===== config.mk =====
export PLATFORM = sky130hd
export DESIGN_NAME = fetchFrontEnd
export DESIGN_NICKNAME = d
export VERILOG_FILES = /design/src/design/fetchTypes.sv /design/src/design/memTypes.sv /design/src/design/nextPcStage.sv /design/src/design/branchTargetBuffer.sv /design/src/design/instCache.sv /design/src/design/refillTimer.sv /design/src/design/missController.sv /design/src/design/fetchStage.sv /design/src/design/fetchFrontEnd.sv
export VERILOG_INCLUDE_DIRS = /design/src /design/src/design
export SDC_FILE = /design/constraint.sdc
export NUM_CORES = 2
export LEC_CHECK = 0
export BUFFER_PORTS_ARGS = -buffer_cell sky130_fd_sc_hd__buf_2
export CAP_MARGIN = 15
export CORE_MARGIN = 2
export CORE_UTILIZATION = 45
export DETAILED_ROUTE_END_ITERATION = 10
export PLACE_DENSITY_LB_ADDON = 0.25
export SLEW_MARGIN = 30
export SYNTH_ARGS = -nofsm -noshare
export SYNTH_HDL_FRONTEND = slang
export SYNTH_SLANG_ARGS = --single-unit

===== constraint.sdc =====
create_clock -name clk -period 5 [get_ports clk]
set_input_delay 0.25 -clock clk [delete_from_list [all_inputs] [get_ports clk]]
set_output_delay 0.25 -clock clk [all_outputs]
set_load 0.03 [all_outputs]

===== src/design/fetch_macros.svh =====
/*
 * Fetch front end sizing
 * Group width, instruction size, cache and BTB geometry
 */
`ifndef FETCH_MACROS_SVH
`define FETCH_MACROS_SVH

// Instructions per fetch group
`define FETCH_WIDTH 2
// Bytes per instruction word
`define INSN_BYTES 4
// Words per instruction cache line
`define LINE_WORDS 4
// Number of cache lines, direct mapped
`define ICACHE_LINES 8
// Number of BTB entries, direct mapped
`define BTB_ENTRIES 8

// Derived byte counts
`define LINE_BYTES (`LINE_WORDS * `INSN_BYTES)
`define GROUP_BYTES (`FETCH_WIDTH * `INSN_BYTES)

`endif


===== src/design/fetchTypes.sv =====
/*
 * Pipeline types of the fetch front end
 * Lanes, fetch groups, predictions and backend control
 */
`include "fetch_macros.svh"

package fetchTypes;

    // Byte address of an instruction
    typedef logic [31:0] pcT;
    typedef logic [31:0] insnT;

    typedef struct packed {
        logic predTaken;
        pcT   predTarget;
    } branchPredT;

    // One slot of a fetch group
    typedef struct packed {
        logic       valid;
        pcT         pc;
        insnT       insn;
        branchPredT pred;
    } fetchLaneT;

    // Group handed to decode, lane 0 at the lower address
    typedef fetchLaneT [`FETCH_WIDTH-1:0] fetchGroupT;

    // Per-lane cache words and predictions
    typedef insnT [`FETCH_WIDTH-1:0] insnGroupT;
    typedef branchPredT [`FETCH_WIDTH-1:0] predGroupT;

    // Backend flush
    typedef struct packed {
        logic valid;
        pcT   pc;
    } redirectT;

    // Backend BTB install
    typedef struct packed {
        logic valid;
        pcT   branchPc;
        pcT   target;
    } btbUpdateT;

endpackage


===== src/design/memTypes.sv =====
/*
 * Memory side types of the fetch front end
 * Addresses, cache line fields, refill writes and miss FSM states
 */
`include "fetch_macros.svh"

package memTypes;

    typedef logic [31:0] memAddrT;
    typedef logic [31:0] memDataT;
    typedef logic [$clog2(`ICACHE_LINES)-1:0] lineIdxT;
    typedef logic [$clog2(`LINE_WORDS)-1:0] wordOffT;
    // Address bits above index and line offset
    typedef logic [31-$clog2(`LINE_BYTES)-$clog2(`ICACHE_LINES):0] tagT;

    // One refill word for the cache
    typedef struct packed {
        logic    we;
        lineIdxT idx;
        wordOffT word;
        tagT     tag;
        memDataT data;
    } refillReqT;

    typedef enum logic [1:0] {
        IDLE,
        REQUEST,
        WAIT_LAST
    } refillStateT;

    // Field extraction shared by cache and miss FSM
    function automatic lineIdxT lineIdxOf(memAddrT addr);
        return addr[$clog2(`LINE_BYTES) +: $clog2(`ICACHE_LINES)];
    endfunction

    function automatic tagT tagOf(memAddrT addr);
        return addr[31 -: $bits(tagT)];
    endfunction

    function automatic wordOffT wordOf(memAddrT addr);
        return addr[$clog2(`INSN_BYTES) +: $clog2(`LINE_WORDS)];
    endfunction

    function automatic memAddrT lineBase(memAddrT addr);
        return addr & ~memAddrT'(`LINE_BYTES - 1);
    endfunction

endpackage


===== src/design/nextPcStage.sv =====
/*
 * Next PC stage
 * Holds the fetch address and picks redirect or predicted next group
 */
module nextPcStage (
    input  logic                 clk,
    input  logic                 rst,
    input  fetchTypes::redirectT redirect,
    input  logic                 advance,
    input  fetchTypes::pcT       predPc,
    output fetchTypes::pcT       fetchPc
);

    // Redirect wins over the predicted path
    always_ff @(posedge clk) begin
        if (rst) begin
            fetchPc <= '0;
        end else if (redirect.valid) begin
            fetchPc <= redirect.pc;
        end else if (advance) begin
            // Taken target or next aligned group
            fetchPc <= predPc;
        end
    end

endmodule


===== src/design/branchTargetBuffer.sv =====
/*
 * Branch target buffer
 * Direct mapped, full-PC tag, one lookup per lane
 * Entries installed by backend updates
 */
`include "fetch_macros.svh"

module branchTargetBuffer (
    input  logic                  clk,
    input  logic                  rst,
    input  fetchTypes::btbUpdateT btbUpdate,
    input  fetchTypes::pcT        lookupPc,
    output fetchTypes::predGroupT pred
);

    typedef logic [$clog2(`BTB_ENTRIES)-1:0] btbIdxT;

    logic [`BTB_ENTRIES-1:0] entryValid;
    fetchTypes::pcT entryPc [`BTB_ENTRIES];
    fetchTypes::pcT entryTarget [`BTB_ENTRIES];
    fetchTypes::pcT lanePc [`FETCH_WIDTH];
    btbIdxT laneIdx [`FETCH_WIDTH];

    // Word address bits pick the entry
    function automatic btbIdxT btbIndex(fetchTypes::pcT pc);
        return pc[$clog2(`INSN_BYTES) +: $clog2(`BTB_ENTRIES)];
    endfunction

    always_ff @(posedge clk) begin
        if (rst) begin
            entryValid <= '0;
        end else if (btbUpdate.valid) begin
            entryValid[btbIndex(btbUpdate.branchPc)] <= 1'b1;
        end
    end

    // Table contents, an update overwrites the old entry
    always_ff @(posedge clk) begin
        if (btbUpdate.valid) begin
            entryPc[btbIndex(btbUpdate.branchPc)] <= btbUpdate.branchPc;
            entryTarget[btbIndex(btbUpdate.branchPc)] <= btbUpdate.target;
        end
    end

    always_comb begin
        for (int i = 0; i < `FETCH_WIDTH; i++) begin
            lanePc[i] = lookupPc + fetchTypes::pcT'(i * `INSN_BYTES);
            laneIdx[i] = btbIndex(lanePc[i]);
            // Full tag match means taken
            pred[i].predTaken = entryValid[laneIdx[i]] && (entryPc[laneIdx[i]] == lanePc[i]);
            pred[i].predTarget = entryTarget[laneIdx[i]];
        end
    end

endmodule


===== src/design/instCache.sv =====
/*
 * Instruction cache
 * Direct mapped, combinational group read
 * Filled one word at a time by the miss FSM
 */
`include "fetch_macros.svh"

module instCache (
    input  logic                  clk,
    input  logic                  rst,
    input  fetchTypes::pcT        readPc,
    output logic                  hit,
    output fetchTypes::insnGroupT readWords,
    input  logic                  refillWe,
    input  memTypes::lineIdxT     refillIdx,
    input  memTypes::wordOffT     refillWord,
    input  memTypes::tagT         refillTag,
    input  memTypes::memDataT     refillData
);

    logic [`ICACHE_LINES-1:0] lineValid;
    memTypes::tagT tagArray [`ICACHE_LINES];
    memTypes::memDataT dataArray [`ICACHE_LINES][`LINE_WORDS];
    memTypes::lineIdxT readIdx;
    memTypes::wordOffT groupWord;

    assign readIdx = memTypes::lineIdxOf(readPc);
    assign hit = lineValid[readIdx] && (tagArray[readIdx] == memTypes::tagOf(readPc));

    // First word of the group inside the line
    assign groupWord = memTypes::wordOf(readPc) & ~memTypes::wordOffT'(`FETCH_WIDTH - 1);

    always_comb begin
        for (int i = 0; i < `FETCH_WIDTH; i++) begin
            readWords[i] = dataArray[readIdx][groupWord + memTypes::wordOffT'(i)];
        end
    end

    // Line stays invalid until its last word lands
    always_ff @(posedge clk) begin
        if (rst) begin
            lineValid <= '0;
        end else if (refillWe) begin
            if (refillWord == memTypes::wordOffT'(`LINE_WORDS - 1)) begin
                lineValid[refillIdx] <= 1'b1;
            end else begin
                lineValid[refillIdx] <= 1'b0;
            end
        end
    end

    // Tag and data written with each response word
    always_ff @(posedge clk) begin
        if (refillWe) begin
            tagArray[refillIdx] <= refillTag;
            dataArray[refillIdx][refillWord] <= refillData;
        end
    end

endmodule


===== src/design/refillTimer.sv =====
/*
 * Refill word timer
 * Counts accepted requests and responses for one cache line
 */
`include "fetch_macros.svh"

module refillTimer (
    input  logic              clk,
    input  logic              rst,
    input  logic              start,
    input  logic              reqFire,
    input  logic              respFire,
    output logic              reqDone,
    output logic              lastResp,
    output memTypes::wordOffT wordIdx
);

    memTypes::wordOffT reqCnt;

    // Both counters restart with each new line
    always_ff @(posedge clk) begin
        if (rst || start) begin
            reqCnt <= '0;
            wordIdx <= '0;
        end else begin
            if (reqFire) begin
                reqCnt <= reqCnt + 1'b1;
            end
            if (respFire) begin
                wordIdx <= wordIdx + 1'b1;
            end
        end
    end

    // High while the final request is accepted
    assign reqDone = reqFire && (reqCnt == memTypes::wordOffT'(`LINE_WORDS - 1));
    // High while the final response arrives
    assign lastResp = respFire && (wordIdx == memTypes::wordOffT'(`LINE_WORDS - 1));

endmodule


===== src/design/missController.sv =====
/*
 * Cache miss controller
 * FSM that stalls fetch, requests a line and writes it into the cache
 */
`include "fetch_macros.svh"

module missController (
    input  logic                 clk,
    input  logic                 rst,
    input  logic                 miss,
    input  fetchTypes::pcT       missPc,
    output logic                 stall,
    output logic                 memReqValid,
    output memTypes::memAddrT    memReqAddr,
    input  logic                 memReqReady,
    input  logic                 memRespValid,
    input  memTypes::memDataT    memRespData,
    output memTypes::refillReqT  refill
);

    memTypes::refillStateT state;
    memTypes::refillStateT nextState;
    memTypes::memAddrT lineAddr;
    memTypes::wordOffT wordIdx;
    logic start;
    logic reqFire;
    logic respFire;
    logic reqDone;
    logic lastResp;

    assign start = (state == memTypes::IDLE) && miss;
    assign reqFire = memReqValid && memReqReady;
    // Responses only belong to a running refill
    assign respFire = memRespValid && (state != memTypes::IDLE);

    refillTimer u_refillTimer (
        .clk      (clk),
        .rst      (rst),
        .start    (start),
        .reqFire  (reqFire),
        .respFire (respFire),
        .reqDone  (reqDone),
        .lastResp (lastResp),
        .wordIdx  (wordIdx)
    );

    always_comb begin
        nextState = state;
        case (state)
            memTypes::IDLE:      if (miss) nextState = memTypes::REQUEST;
            memTypes::REQUEST:   if (reqDone) nextState = memTypes::WAIT_LAST;
            memTypes::WAIT_LAST: if (lastResp) nextState = memTypes::IDLE;
            default:             nextState = memTypes::IDLE;
        endcase
    end

    always_ff @(posedge clk) begin
        if (rst) begin
            state <= memTypes::IDLE;
        end else begin
            state <= nextState;
        end
    end

    // Line base latched on the miss, request address walks the line
    always_ff @(posedge clk) begin
        if (start) begin
            lineAddr <= memTypes::lineBase(missPc);
            memReqAddr <= memTypes::lineBase(missPc);
        end else if (reqFire) begin
            memReqAddr <= memReqAddr + memTypes::memAddrT'(`INSN_BYTES);
        end
    end

    // Fetch held from the miss cycle until back in IDLE
    assign stall = start || (state != memTypes::IDLE);
    assign memReqValid = (state == memTypes::REQUEST);

    // Each response word goes straight to the cache
    assign refill.we = respFire;
    assign refill.idx = memTypes::lineIdxOf(lineAddr);
    assign refill.word = wordIdx;
    assign refill.tag = memTypes::tagOf(lineAddr);
    assign refill.data = memRespData;

endmodule


===== src/design/fetchStage.sv =====
/*
 * Fetch stage
 * Builds the group from cache words and BTB predictions,
 * kills lanes after a taken branch and holds the output for decode
 */
`include "fetch_macros.svh"

module fetchStage (
    input  logic                   clk,
    input  logic                   rst,
    input  fetchTypes::pcT         fetchPc,
    input  fetchTypes::redirectT   redirect,
    input  logic                   stall,
    input  logic                   hit,
    input  fetchTypes::insnGroupT  readWords,
    input  fetchTypes::predGroupT  pred,
    output fetchTypes::pcT         groupPc,
    output logic                   miss,
    output logic                   advance,
    output fetchTypes::pcT         predPc,
    output fetchTypes::fetchGroupT fetchOut,
    output logic                   outValid,
    input  logic                   outReady
);

    logic stageValid;
    logic load;
    logic takenSeen;
    logic [$clog2(`FETCH_WIDTH)-1:0] startLane;
    fetchTypes::fetchGroupT group;

    // Aligned group address and first lane addressed by the PC
    assign groupPc = fetchPc & ~fetchTypes::pcT'(`GROUP_BYTES - 1);
    assign startLane = fetchPc[$clog2(`INSN_BYTES) +: $clog2(`FETCH_WIDTH)];

    assign miss = stageValid && !hit;
    // Output slot free or draining this cycle
    assign load = stageValid && hit && !stall && !redirect.valid
                  && (!outValid || outReady);
    assign advance = load;

    always_comb begin
        takenSeen = 1'b0;
        predPc = groupPc + fetchTypes::pcT'(`GROUP_BYTES);
        for (int i = 0; i < `FETCH_WIDTH; i++) begin
            // Lanes before the start PC or after a taken lane are dead
            group[i].valid = (i >= int'(startLane)) && !takenSeen;
            group[i].pc = groupPc + fetchTypes::pcT'(i * `INSN_BYTES);
            group[i].insn = readWords[i];
            group[i].pred.predTaken = group[i].valid && pred[i].predTaken;
            group[i].pred.predTarget = pred[i].predTarget;
            if (group[i].pred.predTaken) begin
                // First taken lane steers the next fetch
                takenSeen = 1'b1;
                predPc = pred[i].predTarget;
            end
        end
    end

    // Fetch address is live except right after reset or a flush
    always_ff @(posedge clk) begin
        if (rst || redirect.valid) begin
            stageValid <= 1'b0;
        end else begin
            stageValid <= 1'b1;
        end
    end

    always_ff @(posedge clk) begin
        if (rst || redirect.valid) begin
            outValid <= 1'b0;
        end else if (load) begin
            outValid <= 1'b1;
        end else if (outReady) begin
            outValid <= 1'b0;
        end
    end

    // Held unchanged under back-pressure
    always_ff @(posedge clk) begin
        if (load) begin
            fetchOut <= group;
        end
    end

endmodule


===== src/design/fetchFrontEnd.sv =====
/*
 * Two-wide fetch front end
 * Next PC, fetch stage, instruction cache, BTB and miss refill
 */
module fetchFrontEnd (
    input  logic                   clk,
    input  logic                   rst,
    input  fetchTypes::redirectT   redirect,
    input  fetchTypes::btbUpdateT  btbUpdate,
    output fetchTypes::fetchGroupT fetchOut,
    output logic                   outValid,
    input  logic                   outReady,
    output logic                   memReqValid,
    output memTypes::memAddrT      memReqAddr,
    input  logic                   memReqReady,
    input  logic                   memRespValid,
    input  memTypes::memDataT      memRespData
);

    fetchTypes::pcT fetchPc;
    fetchTypes::pcT predPc;
    fetchTypes::pcT groupPc;
    fetchTypes::insnGroupT readWords;
    fetchTypes::predGroupT pred;
    memTypes::refillReqT refill;
    logic advance;
    logic hit;
    logic miss;
    logic stall;

    nextPcStage u_nextPcStage (
        .clk      (clk),
        .rst      (rst),
        .redirect (redirect),
        .advance  (advance),
        .predPc   (predPc),
        .fetchPc  (fetchPc)
    );

    fetchStage u_fetchStage (
        .clk       (clk),
        .rst       (rst),
        .fetchPc   (fetchPc),
        .redirect  (redirect),
        .stall     (stall),
        .hit       (hit),
        .readWords (readWords),
        .pred      (pred),
        .groupPc   (groupPc),
        .miss      (miss),
        .advance   (advance),
        .predPc    (predPc),
        .fetchOut  (fetchOut),
        .outValid  (outValid),
        .outReady  (outReady)
    );

    instCache u_instCache (
        .clk        (clk),
        .rst        (rst),
        .readPc     (groupPc),
        .hit        (hit),
        .readWords  (readWords),
        .refillWe   (refill.we),
        .refillIdx  (refill.idx),
        .refillWord (refill.word),
        .refillTag  (refill.tag),
        .refillData (refill.data)
    );

    branchTargetBuffer u_branchTargetBuffer (
        .clk       (clk),
        .rst       (rst),
        .btbUpdate (btbUpdate),
        .lookupPc  (groupPc),
        .pred      (pred)
    );

    // Miss address is the group being fetched
    missController u_missController (
        .clk          (clk),
        .rst          (rst),
        .miss         (miss),
        .missPc       (groupPc),
        .stall        (stall),
        .memReqValid  (memReqValid),
        .memReqAddr   (memReqAddr),
        .memReqReady  (memReqReady),
        .memRespValid (memRespValid),
        .memRespData  (memRespData),
        .refill       (refill)
    );

endmodule


==> summary.txt <==
Placed design
  – IO Port Bufs: between 300 and 400
  – DP Wirelength: ~110,000 um
  – Routability Congestion: a little over 0.9

Critical path
  – Worst setup SP type: register
  – CP Data Required Time: 5780 ps
  – Setup CP Type: reg2reg
  – R2R Setup Slk: between 200 and 300 ps
  – CP max FO: 28
  – CP arrival: ~5500 ps
  – Cells on worst reg2reg path: 12
  – Crit path capture type: register

Hold path
  – Hold path cells: 3
  – Worst hold-check path type: in2reg

Clocking
  – TritonCTS buffer count: 198
  – H-tree depth: 4
  – Longest Clk Path Bufs: 3
  – Hold_buf cts: approximately 140
  – Sink Count: 2,013
  – Clk_lat worst skew: 850 ps
  – Post-CTS Setup Inserts: 0
  – Clock transition at path regs: about 60 ps
  – CTS tree: yes
  – Root buf cell: clkbuf_16
  – Post-CTS Resized: 0

Finish
  – Layout Nets: between 4,000 and 5,000
  – Area Overhead vs Synth: 16.64%
  – Ratio of cells with drive above 1 in the final layout: 0.3061

Logic synthesis
  – Dominant synthesized flop cell: edfxtp_1
  – Synthesis warning total: 0
  – Synth async-reset ratio: 0
  – Register area share after synthesis: 0.7767
  – Leading area contributor after synthesis: edfxtp_1
  – Area share of the largest cell type after synthesis: 0.7611
  – Yosys cell types: a little under 70
  – #FFs+latches synth: 2,013
  – Syn Area/Cell: approximately 22 um2
  – Mapped Cells: 3,510
  – EDFF count, synth: slightly below 2,000
  – Largest cells by area after synthesis: edfxtp_1, mux4_2, mux2i_1
  – Mapped Area: 77,050 um2

Power
  – Net Sw Frac: 0.2164
  – Cell Int Power: approximately 28 mW
  – Static leakage: ~29 nW
  – Max IR drop VDD: slightly above 0.4 mV
  – Sw Pwr: 7.674 mW
  – Power Density: 394.7 nW/um2
  – Gate power share: 0.057
  – Sequential share of power: 0.533
  – Overall power: between 30 and 40 mW
  – Clock group share of total power: 0.410

GRT
  – GRT overflow: 0
  – Gr usage total: 0.2171
  – First-pass GRT wire length: between 200,000 and 300,000 um
  – Vias in the first global route: around 39,000
  – Largest net degree at the start of global routing: approximately 130
  – Initial antenna violation count: 13

Detailed routing
  – Drc violations: 0
  – Final ANT Viol Nets: 0
  – Routed WL: about 190,000 um
  – Vias: about 38,000
  – First-pass iteration count of the detailed router: 7
  – Vias per cell: just under 6
  – WL/cell: approximately 29 um
  – DR iter-0 viols: ~4,200

STA
  – Final Hold Violating Endpoints: 0
  – RSZ-0062 raised after global routing: false
  – Fmax: 210.9 MHz
  – Setup violations, final: 0
  – Clock skew: 50.53 ps
  – Least-Margin Pin Slew: around 940 ps
  – Period utilization: 0.9481
  – Slew Limit Fails: 0
  – Setup TNS: 0 ps
  – Crit path time final: about 4700 ps
  – Max-slew headroom: 0.3694

Floorplan
  – Core area: roughly 170,000 um2
  – Die Span Y: 417.8 um
  – Die width: 417.8 um
  – Starting density of the core: 0.4541
  – Number of top-level pins: roughly 370
  – Die area: 174,500 um2
  – Cell Rows: approximately 150

Run
  – Number of max-cap violations: 0

Outcome
  – Status: finished clean
-- worst max-delay path: stages (launching register included) --
cell and delay [ps]:
dfxtp_4 680, buf_4 400, mux4_2 540, mux2i_1 310, xnor2_1 110, nor4_1 250, nand2_1 180, or2_1 340
o41ai_4 410, buf_4 420, o22ai_1 180, a211oi_1 220, dlygate4sd3_1 560
-- cell usage after synthesis, types with 10 or more instances --
library cell	n
clkbuf_1	78
nand2_1	95
nand4_1	20
and3_1	20
mux2i_1	122
buf_2	57
nor3_1	36
o211ai_1	10
buf_1	28
mux4_2	450
buf_4	45
nand3_1	26
xor2_1	37
a22oi_1	19
mux2_2	18
nor2b_1	12
a21oi_1	17
inv_1	12
nor4_1	15
edfxtp_1	1953
o21ai_0	40
dfxtp_1	60
xnor2_1	84
and2_1	37
o22ai_1	26
o211a_1	16
nand2b_1	11
nor2_1	65
-- per-stage QoR --
step	cell area [um2]	setup WS (ps)	hold WS, ps	utilization	instances
CTS	89820	156.1	31.82	0.5294	6532
global route	89860	6.004	55.65	0.5297	6538
detailed placement	82050	537.0	453.5	0.4836	6029
finish	89870	259.4	88.44	0.5297	6543
floorplan	77080	67.37	348.9	-	3516
global placement	81990	601.4	443.6	0.4833	6027
-- cells by family after synthesis --
logic type / count (synthesis) / synth area share
flops: 2013 / 0.7767
mux: 601 / 0.1534
simple gates: 366 / 0.02460
buf+inv: 227 / 0.01457
compound gates: 173 / 0.01574
xor+xnor: 121 / 0.01375
fa+ha+maj: 7 / 0.001137
other cells: 2 / 0.00009747
-- power groups by stage --
stage | sequential, mW | combinational (mW) | clock [mW]
after floorplan | 19.2 | 1.17 | 0
after global placement | 19.3 | 1.90 | 0
after detailed placement | 19.3 | 1.92 | 0
after CTS | 18.9 | 2.03 | 14.8
after global routing | 18.9 | 2.13 | 15.4
final | 18.9 | 2.01 | 14.5
-- flip-flops by register name, indices dropped and copies added, names as in the netlist, named ones only --
signal / flops
u_branchTargetBuffer.entryValid: 8
u_missController.state: 2
u_nextPcStage.fetchPc: 30
u_fetchStage.fetchOut: 161
u_missController.u_refillTimer.wordIdx: 2
u_missController.u_refillTimer.reqCnt: 2
u_branchTargetBuffer.entryTarget: 256
u_missController.memReqAddr: 30
u_missController.lineAddr: 28
u_instCache.tagArray: 200
u_fetchStage.outValid: 1
u_instCache.dataArray: 1024
u_fetchStage.stageValid: 1
u_branchTargetBuffer.entryPc: 256
-- final cells by class --
class | count | area [um2]
multi-input cells | 1276 | 16270
clock buffers | 255 | 5300
inverters | 15 | 65.06
repair buffers | 645 | 4479
fillers | 12970 | 79790
well taps | 2218 | 2775
flip-flops and latches | 2013 | 59870
clock inverters | 111 | 1091
diodes | 10 | 25.02
-- metal layers --
metal	vias to the layer above	share of wire	track usage
met3	317	0.072	0.03878
met2	1548	0.49	0.3463
met5	-	0.000037	0
met4	2	0.032	0.07324
li1	15870	-	-
met1	20160	0.41	0.3046
-- cell usage in the layout, fill, tap and decap left out, types with 10 or more instances in the layout --
cell type	n
nand3_1	26
a22oi_1	19
edfxtp_1	1953
nor2_1	56
and2_2	31
mux4_2	450
nand4_1	20
buf_2	354
o211ai_1	10
nor2b_1	12
nor2_4	10
clkinv_2	32
o21ai_0	40
xnor2_1	84
and3_1	20
clkbuf_16	199
o22ai_1	26
nand2b_1	11
o211a_1	16
a21oi_1	17
clkbuf_1	45
inv_1	12
buf_4	140
nor3_1	30
nand2_1	94
dlygate4sd3_1	137
nor4_1	14
mux2_2	18
clkinvlp_4	10
mux2i_1	122
diode_2	10
bufinv_16	13
clkinv_1	42
dfxtp_1	54
xor2_1	37
clkbuf_8	11
-- how the worst min path moves through the flow --
stage,slack (ps),start,endpoint
final,90,btbUpdate[64],u_branchTargetBuffer.entryPc[3][2]
after global routing,60,btbUpdate[64],u_branchTargetBuffer.entryPc[3][2]
after CTS,30,btbUpdate[64],u_branchTargetBuffer.entryPc[3][2]
after detailed placement,450,u_branchTargetBuffer.entryValid[3],u_branchTargetBuffer.entryValid[3]
after global placement,440,u_branchTargetBuffer.entryValid[1],u_branchTargetBuffer.entryValid[1]
after floorplan,350,btbUpdate[32],u_branchTargetBuffer.entryPc[0][0]
(Power assumes the default switching activity.)
